===== src/axi_pkg.sv =====
package axi_pkg;

    // ~~~~~~~~~~~~~~~~~~~~~~~~~~~~~~~~~~~~~~~~~~~~~~~~~~~~~~~~~~~~~~~~~~~~
    // Widths with a meaning
    // ~~~~~~~~~~~~~~~~~~~~~~~~~~~~~~~~~~~~~~~~~~~~~~~~~~~~~~~~~~~~~~~~~~~~
    typedef logic [63:0] addr_t;
    typedef logic [63:0] data_t;
    typedef logic [31:0] inst_t;
    typedef logic [3:0]  axi_id_t;
    typedef logic [1:0]  resp_t;

    // Transaction ids of the two masters
    localparam axi_id_t ID_DATA = 4'd0;
    localparam axi_id_t ID_INST = 4'd1;

    localparam resp_t      RESP_OKAY  = 2'b00;
    localparam logic [2:0] SIZE_8B    = 3'b011;
    localparam logic [1:0] BURST_INCR = 2'b01;
    localparam logic [3:0] CACHE_MOD  = 4'b0010;

    // ~~~~~~~~~~~~~~~~~~~~~~~~~~~~~~~~~~~~~~~~~~~~~~~~~~~~~~~~~~~~~~~~~~~~
    // AXI4 channel payloads, valid and ready travel beside them
    // ~~~~~~~~~~~~~~~~~~~~~~~~~~~~~~~~~~~~~~~~~~~~~~~~~~~~~~~~~~~~~~~~~~~~
    typedef struct packed {
        axi_id_t    id;
        addr_t      addr;
        logic [7:0] len;
        logic [2:0] size;
        logic [1:0] burst;
        logic [3:0] cache;
        logic [2:0] prot;
        logic [3:0] qos;
    } axi_aw_t;

    typedef struct packed {
        data_t      data;
        logic [7:0] strb;
        logic       last;
    } axi_w_t;

    typedef struct packed {
        axi_id_t id;
        resp_t   resp;
    } axi_b_t;

    // Read address carries the same fields as write address
    typedef axi_aw_t axi_ar_t;

    typedef struct packed {
        axi_id_t id;
        data_t   data;
        resp_t   resp;
        logic    last;
    } axi_r_t;

    // One beat of 8 bytes, INCR, no burst
    function automatic axi_aw_t single_beat(axi_id_t id, addr_t addr);
        axi_aw_t req;
        req       = '0;
        req.id    = id;
        req.addr  = addr;
        req.size  = SIZE_8B;
        req.burst = BURST_INCR;
        req.cache = CACHE_MOD;
        return req;
    endfunction

endpackage


===== src/lsu_port.sv =====
module lsu_port
    import axi_pkg::*;
(
    input  logic    clk,
    input  logic    reset,
    input  logic    lsu_load,
    input  logic    lsu_store,
    input  addr_t   lsu_addr,
    input  data_t   lsu_wdata,
    output logic    lsu_busy,
    output logic    lsu_done,
    output data_t   lsu_rdata,
    output axi_aw_t aw,
    output logic    aw_valid,
    input  logic    aw_ready,
    output axi_w_t  w,
    output logic    w_valid,
    input  logic    w_ready,
    input  axi_b_t  b,
    input  logic    b_valid,
    output logic    b_ready,
    output axi_ar_t ar,
    output logic    ar_valid,
    input  logic    ar_ready,
    input  axi_r_t  r,
    input  logic    r_valid,
    output logic    r_ready
);

    typedef enum logic [1:0] {IDLE, ADDR, WAIT} state_t;

    state_t state;
    logic   store_q;
    addr_t  addr_q;
    data_t  wdata_q;
    logic   accepted;
    logic   resp_hit;

    // A store waits for B, a load for R
    assign accepted = store_q ? (aw_ready && w_ready) : ar_ready;
    assign resp_hit = store_q ? (b_valid && b.id == ID_DATA) : (r_valid && r.id == ID_DATA);

    always_ff @(posedge clk) begin
        if (reset) begin
            state    <= IDLE;
            store_q  <= 1'b0;
            lsu_done <= 1'b0;
        end else begin
            lsu_done <= 1'b0;
            case (state)
                IDLE: begin
                    if (lsu_load || lsu_store) begin
                        state   <= ADDR;
                        store_q <= lsu_store;
                    end
                end
                ADDR: if (accepted) state <= WAIT;
                WAIT: begin
                    if (resp_hit) begin
                        state    <= IDLE;
                        lsu_done <= 1'b1;
                    end
                end
                default: state <= IDLE;
            endcase
        end
    end

    always_ff @(posedge clk) begin
        if (state == IDLE && (lsu_load || lsu_store)) begin
            addr_q  <= lsu_addr;
            wdata_q <= lsu_wdata;
        end
        if (state == WAIT && resp_hit && !store_q) lsu_rdata <= r.data;
    end

    assign lsu_busy = (state != IDLE);

    assign aw       = single_beat(ID_DATA, addr_q);
    assign aw_valid = (state == ADDR) && store_q;
    assign w        = '{data: wdata_q, strb: 8'hff, last: 1'b1};
    assign w_valid  = (state == ADDR) && store_q;
    assign ar       = single_beat(ID_DATA, addr_q);
    assign ar_valid = (state == ADDR) && !store_q;
    assign b_ready  = 1'b1;
    assign r_ready  = 1'b1;

endmodule


===== config.mk =====
export PLATFORM = sky130hd
export DESIGN_NAME = lsu_port
export DESIGN_NICKNAME = d
export VERILOG_FILES = /design/src/axi_pkg.sv /design/src/lsu_port.sv
export SDC_FILE = /design/constraint.sdc
export NUM_CORES = 1
export LEC_CHECK = 0
export BUFFER_PORTS_ARGS = -buffer_cell sky130_fd_sc_hd__buf_2
export CORE_AREA = 8 8 203 205
export DETAILED_ROUTE_END_ITERATION = 8
export DIE_AREA = 0 0 211 213
export GPL_ROUTABILITY_DRIVEN = 0
export PLACE_DENSITY = 0.44
export RECOVER_POWER = 50
export SYNTH_ARGS = -nofsm -noshare
export SYNTH_HDL_FRONTEND = slang
export SYNTH_SLANG_ARGS = --single-unit

===== constraint.sdc =====
create_clock -name clk -period 6.2 [get_ports clk]
set_clock_uncertainty 0.1 [all_clocks]
set_input_delay 0.31 -clock clk [delete_from_list [all_inputs] [get_ports clk]]
set_output_delay 0.31 -clock clk [all_outputs]
set_load 0.02 [all_outputs]

==> flow_summary.toml, run 1 <==
[status]
outcome = "completed"

[global_route]
grt_use_total = 0.105
grt_pass1_wl_mm = 34.6
grt_remaining_overflow = 0
grt_max_degree = 71
grt_pass1_vias = 5600
antenna_found_initial = 2

[layout]
nets = 1188
drive_gt1_frac = 0.367
final_common_cell = "buf_2"
area.growth.synth_to_final_pct = 65.7
mostFrequentLayoutCells = "326 x buf_2, 194 x dlygate4sd3_1, 192 x edfxtp_1"
postLayoutCoreUtil = 0.305

[synthesis]
syn_inst = 356
netlist_area_um2 = 7010
yosysUniqueCellTypes = 22
syn_area_per_cell_um2 = 19.7
yosysSeqAreaShare = 0.834
ys.warnings.count = 0
ys_seq_elements = 196

[sta]
tightestPinTransition_ns = 0.883
setup_viol_count_final = 0
setup_ws_ns = 3.73
maxSlewHeadroom = 0.411
tns_ns = 0
fin_crit_sh = 0.398
rsz0062_at_grt = "false"
post-route-min-period_ns = 2.47
hold_viol = 0
max_freq_ghz = 0.405
final_max_slew_viol_count = 0

[setup_path]
crit_path_end_kind = "flop"
critical_path.max_fanout = 64
worstPathArrival_ns = 2.44
crit_required_ns = 6.17
crit_type = "flop to flop"
cp-start-kind = "flop"

[clock_tree]
clk_pin_slew_worst_paths_ns = 0.07
clock_latency_ns = 0.43
cts_made_buffers = 17
post_cts_resized = 0
htree_levels = 4
clock_path_buffers = 2
clk_root_buffer_cell = "clkbuf_16"
cts_tree = "yes"
clock-sinks = 196
post_cts_buffers = 0

[die]
std_cell_rows = 72
io_pins = 542
die_h_um = 213
die_area_um2 = 44900
fp.dieW_um = 211
fp.coreArea_um2 = 38100
start_util = 0.184

[routing]
wl_met1_mm = 8.59
first_pass_iters = 4
drt_iter0_drc = 172
drt-total-wl_mm = 25.4
drt-vias-per-instance = 3.31
vias = 4986
routedWlPerCell_um = 16.9
met3WireLength_mm = 3.22
top_layer_used = "met5"
ant_nets = 0
drcViolationCount = 0
wl_met2_mm = 13.2

[pwr]
power_leakage_nw = 4.70
switching_share = 0.289
irDropWorstVdd_mv = 0.182
power_switching_w = 0.000954
pwr-share-comb = 0.173
power_w = 0.00330
clockPowerShare = 0.335
seqPwrFrac = 0.492
p_per_area_nw_per_um2 = 284
p_int_w = 0.00235

[placed_design]
io_buffer_count = 469
place_ws_ns = 3.94
hpwl_mm = 19.1

[flow_run]
maxCapViolCount = 0

[hold_path]
hold_class = "input port to flop"
==> cells in the mapped netlist <==
master	instances	area [um^2]
a21oi_1	1	5.00
nand2b_1	1	6.26
dfxtp_1	4	80.1
nor3b_1	1	7.51
and4b_1	1	10.0
a2111oi_2	1	15.0
nor3_1	1	5.00
nor4_2	1	12.5
a22oi_1	1	7.51
buf_4	132	991
o21ai_0	1	5.00
inv_1	3	11.3
conb_1	2	7.51
nor4b_1	1	8.76
edfxtp_1	192	5770
a22o_1	1	8.76
nand3_1	1	5.00
nand2_1	1	3.75
nor2b_1	2	12.5
and2b_1	1	7.51
a21o_1	1	7.51
nor2_1	6	22.5
==> power by group through the flow <==
stage	Combinational (W)	Clock, W	Sequential [W]
final	0.000570	0.00111	0.00163
after global placement	0.000494	0	0.00165
after global routing	0.000608	0.00120	0.00163
after floorplan	0.000232	0	0.00177
after CTS	0.000596	0.00116	0.00162
after detailed placement	0.000495	0	0.00165
==> flip-flops by register name, indices dropped and copies added, names as in the netlist <==
register,count
lsu_rdata,64
wdata_q,64
state,2
store_q,1
addr_q,64
lsu_done,1
==> through the flow <==
step           hold WS (ns)  instance area (um^2)  instances
6_report              0.193                 11600       1505
5_1_grt               0.177                 11600       1505
4_1_cts               0.151                 11800       1504
3_5_place_dp          0.388                  9290       1279
3_3_place_gp          0.383                  9290       1279
2_1_floorplan         0.279                  7250        421
==> layer usage <==
| layer | GRT usage | vias to the layer above |
|---|---|---|
| li1 | - | 2329 |
| met1 | 0.0977 | 2320 |
| met2 | 0.188 | 316 |
| met3 | 0.0603 | 19 |
| met4 | 0.0374 | 2 |
| met5 | 0 | - |
==> kinds of logic after synthesis <==
logic type / share of synthesized area
AO/OA/AOI/OAI: 0.00696
buffers and inverters: 0.143
flip-flops: 0.834
other: 0.00107
AND/OR/NAND/NOR: 0.0145
==> final cells by class <==
class / count / area (um^2)
tap: 518 / 648
clock inverter: 14 / 141
inverter: 3 / 11.3
clock buffer: 17 / 425
timing repair buffer: 666 / 4140
antenna: 1 / 2.50
sequential: 196 / 5850
fill: 3856 / 26500
multi-input combinational: 90 / 397
==> final timing paths <==
check,start,slack [ns],to,cells after the start
worst min register to register,state[1]$_SDFFE_PP0P_,0.41,state[0]$_SDFFE_PP0P_,1
worst max-delay path,store_q$_SDFFE_PP0P_,3.73,lsu_rdata[8]$_DFFE_PP_,3
worst min-delay path,w_ready,0.19,state[0]$_SDFFE_PP0P_,4
worst max register to register,store_q$_SDFFE_PP0P_,3.73,lsu_rdata[8]$_DFFE_PP_,3
==> repair_timing <==
item | 4_1_cts | 5_1_grt
hold endpoints to repair | 194 | 0
hold buffers | 194 | 0
endpoints found under the setup margin | 0 | 0
==> critical path: stages (launching register included) <==
cell and delay, ns:
dfxtp_1 0.40, nor4_1 0.60, and4b_2 0.31, buf_4 0.62
Power figures use the tool's default switching activity.
==> inputs of run 2 (changes only) <==
==> constraint.sdc (replaced) <==
create_clock -name clk -period 2.15 [get_ports clk]
set_clock_uncertainty 0.1 [all_clocks]
set_input_delay 0.1075 -clock clk [delete_from_list [all_inputs] [get_ports clk]]
set_output_delay 0.1075 -clock clk [all_outputs]
set_load 0.02 [all_outputs]
==> run 2 against run 1 <==
  * Critical endpoint is now lsu_rdata[14]$_DFFE_PP_
  * Worst hold slack got worse by 0.12 ns
  * Total power rose to 3.0 times the previous value
  * Wire length fell by 0.79%
  * Largest cell class unchanged
  * Combinational power rose to 3.0 times the previous value
  * Cell count rose by 1.1%
  * Maximum frequency rose by 36%
  * Core utilization rose by 0.68 points
==> flow_summary.toml, run 2 (synthesis gave the netlist of run 1 again) <==
[layout]
stdcell_count = 1522
final_common_cell = "buf_2"
drive_gt1_frac = 0.376
nFillCells = 3864
nets = 1202
mostFrequentLayoutCells = "323 x buf_2, 198 x dlygate4sd3_1, 192 x edfxtp_1"
area.growth.synth_to_final_pct = 69.4
reg_top3 = "addr_q x64, lsu_rdata x64, wdata_q x64"

[setup_path]
crit_path_end_kind = "flop"
crit_family = "simple AND/OR/NAND/NOR gates"
cp-start-kind = "flop"
cp_num_buf_inv = 1
path_cells = "nor4_2, and4b_2, buf_12"
worstPathArrival_ns = 1.88
critPathSlowestCell = "and4b_2"
critPathMaxStageDelay_ns = 0.57
crit_required_ns = 2.21
crit_type = "flop to flop"
critical_path.max_fanout = 18

[die]
die_h_um = 213
fp.coreArea_um2 = 38100
io_pins = 542
std_cell_rows = 72
start_util = 0.184
fp.dieW_um = 211
die_area_um2 = 44900

[clock_tree]
cts_tree = "yes"
clock_path_buffers = 2
cts_made_buffers = 17
clk_pin_slew_worst_paths_ns = 0.08
clock_latency_ns = 0.44
clk_root_buffer_cell = "clkbuf_16"
post_cts_resized = 0
htree_levels = 4
clock-sinks = 196

[routing]
drt_iter0_drc = 168
ant_nets = 0
vias = 5108
drt-total-wl_mm = 25.2
routedWlPerCell_um = 16.6
drt-vias-per-instance = 3.36
drcViolationCount = 0
first_pass_iters = 4

[sta]
final_max_slew_viol_count = 0
hold_viol = 0
setup_viol_count_final = 0
fin_crit_sh = 0.847
post-route-min-period_ns = 1.82
rsz0062_at_grt = "false"
setup_ws_ns = 0.330
max_freq_ghz = 0.549

[global_route]
met3_usage = 0.0575
busiest_layer = "met2"
grt_pass1_wl_mm = 35.4
grt_use_met2 = 0.174
antenna_found_initial = 6
grt_remaining_overflow = 0
grt_max_degree = 76
grt_use_total = 0.105
met1_usage = 0.110
grt_pass1_vias = 5625

[placed_design]
dpl.cell_count = 1289
hpwl_mm = 19.5
io_buffer_count = 469
place_ws_ns = 0.306

[pwr]
power_leakage_nw = 4.80
power_w = 0.00981
irDropWorstVdd_mv = 0.525
p_per_area_nw_per_um2 = 827

[flow_run]
maxCapViolCount = 0

[hold_path]
hold_class = "input port to flop"

[status]
outcome = "completed"
## run 2: cell types whose count changed in the layout (fill, tap and decap cells not counted), moves of 2 or more
cell,delta
clkinv_1,-2
clkinv_8,+4
dlygate4sd3_1,+4
nor2_1,-2
diode_2,+2
buf_4,+6
nor2_4,+2
clkbuf_1,+4
buf_12,+4
buf_2,-3
## run 2: worst paths after layout
| kind | from | to | slack [ns] | cells after the start |
|---|---|---|---|---|
| min reg2reg | state[0]$_SDFFE_PP0P_ | lsu_done$_SDFF_PP0_ | 0.60 | 2 |
| min | b_valid | lsu_done$_SDFF_PP0_ | 0.07 | 4 |
| max reg2reg | store_q$_SDFFE_PP0P_ | lsu_rdata[14]$_DFFE_PP_ | 0.33 | 3 |
| max | store_q$_SDFFE_PP0P_ | lsu_rdata[14]$_DFFE_PP_ | 0.33 | 3 |
## run 2: repair_timing
| item | in CTS | in global routing |
|---|---|---|
| setup buffers | 0 | 0 |
| endpoints found under the hold margin | 196 | 0 |
| hold buffers | 198 | 0 |
## run 2: final cells by class
type	instances	area [um^2]	area share
sequential	196	5850	0.493
timing repair buffer	680	4300	0.362
tap	518	648	0.0546
clock buffer	17	425	0.0358
multi-input combinational	90	418	0.0352
clock inverter	15	211	0.0178
inverter	3	13.8	0.00116
antenna	3	7.51	0.000633
## run 2: tightest hold or removal path, cell delays in order
cell and delay, ns:
buf_2 0.07, nor2b_1 0.11, a22oi_1 0.10, and2b_1 0.20
## run 2: per-layer routing
layer  share of wire  wire length [um]  vias to the layer above
li1                -                 -                     2369
met1            0.36              9020                     2366
met2            0.49             12300                      342
met3            0.13              3410                       27
met4           0.021               531                        4
met5          0.0011                29                        -
## run 2: power breakdown
part | total (W) | internal [W] | switching [W]
registers | 0.00466 | 0.00454 | 0.000117
clock network | 0.00345 | 0.00180 | 0.00165
logic | 0.00170 | 0.000617 | 0.00108
## run 2: metrics by stage
stage	hold WS, ns	setup TNS (ns)	area (um^2)	util
2_1_floorplan	0.0760	-102.47	7270	-
3_3_place_gp	0.184	0	9420	0.247
3_5_place_dp	0.186	0	9420	0.247
4_1_cts	0.0450	0	12000	0.316
5_1_grt	0.0691	0	11900	0.311
6_report	0.0710	0	11900	0.311
==> inputs of run 3 (changes only) <==
--- a/config.mk
+++ b/config.mk
@@ -5,12 +5,13 @@
 export SDC_FILE = /design/constraint.sdc
 export NUM_CORES = 1
 export LEC_CHECK = 0
+export ABC_AREA = 1
 export BUFFER_PORTS_ARGS = -buffer_cell sky130_fd_sc_hd__buf_2
-export CORE_AREA = 8 8 203 205
+export CORE_AREA = 8 8 204 206
 export DETAILED_ROUTE_END_ITERATION = 8
-export DIE_AREA = 0 0 211 213
+export DIE_AREA = 0 0 212 214
 export GPL_ROUTABILITY_DRIVEN = 0
-export PLACE_DENSITY = 0.44
+export PLACE_DENSITY = 0.42
 export RECOVER_POWER = 50
 export SYNTH_ARGS = -nofsm -noshare
 export SYNTH_HDL_FRONTEND = slang
==> constraint.sdc (replaced) <==
create_clock -name clk -period 1.7 [get_ports clk]
set_clock_uncertainty 0.1 [all_clocks]
set_input_delay 0.085 -clock clk [delete_from_list [all_inputs] [get_ports clk]]
set_output_delay 0.085 -clock clk [all_outputs]
set_load 0.02 [all_outputs]
==> run 3 against run 2 <==
  * Global-route usage rose by 0.94 points
  * Critical endpoint is now lsu_rdata[30]$_DFFE_PP_
  * Synthesized area up 0.11%
  * Largest power group unchanged
  * Synthesized cell count is 3.1% higher
==> flow_summary.toml, run 3 <==
[sta]
max_freq_ghz = 0.620
setup_viol_count_final = 0
hold_viol = 0
setup_ws_ns = 0.0861
fin_crit_sh = 0.949
rsz0062_at_grt = "false"
final_max_slew_viol_count = 0
post-route-min-period_ns = 1.61
tns_ns = 0

[routing]
drt_iter0_drc = 129
vias = 5131
drt-total-wl_mm = 26.9
drt-vias-per-instance = 3.35
drcViolationCount = 0
routedWlPerCell_um = 17.5
first_pass_iters = 4
ant_nets = 0

[synthesis]
synth_edf_count = 192
synth_xor_area_frac = 0
async_flop_share = 0
yosys_most_used_dff = "edfxtp_1"
synth_top_family_by_area = "buffers and inverters"
synthAdderAreaFrac = 0
yosysSeqAreaShare = 0.834
synth.area.top_cells = "edfxtp_1 82%, buf_4 14%, dfxtp_1 1.1%"
synth.most_common_cell = "edfxtp_1"
synth_top_cell_by_area = "edfxtp_1"
syn_area_per_cell_um2 = 19.1
syn_inst = 367
ys_seq_elements = 196
synth_common_cells = "192 x edfxtp_1, 132 x buf_4, 9 x nor2_1, 7 x inv_1, 6 x nand2_1"
ys.warnings.count = 0
synth-simple-area-share = 0.0164
synth_compound_area_frac = 0.00285
yosysUniqueCellTypes = 15
synth_top_area_frac = 0.822
netlist_area_um2 = 7010
synthMuxAreaShare = 0

[global_route]
met3_usage = 0.0583
busiest_layer = "met2"
antenna_found_initial = 3
grt_use_met2 = 0.201
met1_usage = 0.116
grt_max_degree = 60
grt_remaining_overflow = 0
grt_pass1_vias = 5844
grt_use_total = 0.115
grt_pass1_wl_mm = 38.4

[placed_design]
place_ws_ns = 0.0967
dpl.cell_count = 1295
hpwl_mm = 20.9
placed_cell_area_um2 = 9430
io_buffer_count = 469

[setup_path]
critical_path.max_fanout = 59
crit_path_end_kind = "flop"
cp_num_cells = 4
cp-start-kind = "flop"
critPathMaxStageDelay_ns = 0.35
critPathSlowestCell = "dfxtp_2"
path_cells = "nor2_2, nand3_2, nor3_4, buf_12"
worstPathArrival_ns = 1.63
crit_required_ns = 1.71
crit_type = "flop to flop"
cp_num_buf_inv = 1
r2r_cells = 4
crit_family = "simple AND/OR/NAND/NOR gates"

[clock_tree]
htree_levels = 4
cts_tree = "yes"
clock-sinks = 196
clk_root_buffer_cell = "clkbuf_16"
clock_path_buffers = 2
clock_latency_ns = 0.44
clk_pin_slew_worst_paths_ns = 0.08
post_cts_buffers = 0
cts_made_buffers = 17

[layout]
fin_area_um2 = 11900
postLayoutCoreUtil = 0.311
stdcell_count = 1532
drive_gt1_frac = 0.369
area.growth.synth_to_final_pct = 70.0
reg_top3 = "addr_q x64, lsu_rdata x64, wdata_q x64"
final_common_cell = "buf_2"
nets = 1213
mostFrequentLayoutCells = "317 x buf_2, 203 x dlygate4sd3_1, 192 x edfxtp_1"
nFillCells = 3856

[pwr]
power_leakage_nw = 4.82
irDropWorstVdd_mv = 0.693
p_per_area_nw_per_um2 = 1080

[status]
outcome = "completed"

[die]
io_pins = 542
fp.coreArea_um2 = 38300
die_h_um = 214
start_util = 0.183
die_area_um2 = 45400
std_cell_rows = 72
fp.dieW_um = 212

[flow_run]
maxCapViolCount = 0

[hold_path]
hold_path_depth = 5
hold_class = "input port to flop"
-- run 3: cell count changes after synthesis, moves of 2 or more --
| cell | change |
|---|---|
| a21oi_1 | +3 |
| nand2_1 | +5 |
| nand3_1 | +3 |
| inv_2 | +2 |
| inv_1 | +4 |
| nor2_1 | +3 |
| nor2b_1 | -2 |
-- run 3: path summary, 6_finish.rpt --
path                                                 to                   from  slack, ns
worst max-delay path            lsu_rdata[30]$_DFFE_PP_   store_q$_SDFFE_PP0P_       0.09
worst min-delay path            lsu_rdata[12]$_DFFE_PP_                  r[69]       0.17
worst max register to register  lsu_rdata[30]$_DFFE_PP_   store_q$_SDFFE_PP0P_       0.09
worst min register to register      lsu_done$_SDFF_PP0_  state[0]$_SDFFE_PP0P_       0.47
-- run 3: tightest hold or removal path, stage by stage --
cell     delay [ns]
buf_2          0.08
nor2_1         0.04
nand3_2        0.11
nor3_4         0.07
buf_4          0.15
-- run 3: cells by family after synthesis --
family | after synthesis
flip-flops | 196
buffers and inverters | 141
AND/OR/NAND/NOR | 24
AO/OA/AOI/OAI | 4
other | 2
-- run 3: through the flow --
stage	total power, W	hold slack [ns]
6_report	0.0129	0.168
5_1_grt	0.0135	0.161
2_1_floorplan	0.00769	0.0444
3_5_place_dp	0.00844	0.163
4_1_cts	0.0133	0.120
3_3_place_gp	0.00844	0.161
-- run 3: what timing repair did --
action,4_1_cts,5_1_grt
gates resized for setup,0,1
setup endpoints to repair,0,2
hold endpoints to repair,196,0
hold buffers,203,0
-- run 3: layer usage --
layer,up-vias,share of wire,wire length (um)
met5,-,0.00045,12
met4,2,0.018,472
met3,22,0.13,3380
met2,333,0.50,13400
met1,2385,0.36,9560
li1,2389,-,-
-- run 3: final cells by class --
| cell class | count | area (um^2) | share of cell area |
|---|---|---|---|
| Multi-Input combinational cell | 95 | 413 | 0.0346 |
| Sequential cell | 196 | 5850 | 0.491 |
| Timing Repair Buffer | 680 | 4330 | 0.363 |
| Antenna cell | 2 | 5.00 | 0.000420 |
| Clock inverter | 15 | 215 | 0.0180 |
| Tap cell | 518 | 648 | 0.0543 |
| Inverter | 9 | 37.5 | 0.00315 |
| Clock buffer | 17 | 425 | 0.0357 |
-- run 3: report_power, final --
| group | total, W | switching (W) | leakage [nW] | internal, W |
|---|---|---|---|---|
| combinational | 0.00257 | 0.00166 | 2.65 | 0.000910 |
| clock | 0.00430 | 0.00203 | 0.310 | 0.00227 |
| sequential | 0.00605 | 0.000191 | 1.86 | 0.00586 |
| total | 0.0129 | 0.00389 | 4.82 | 0.00904 |
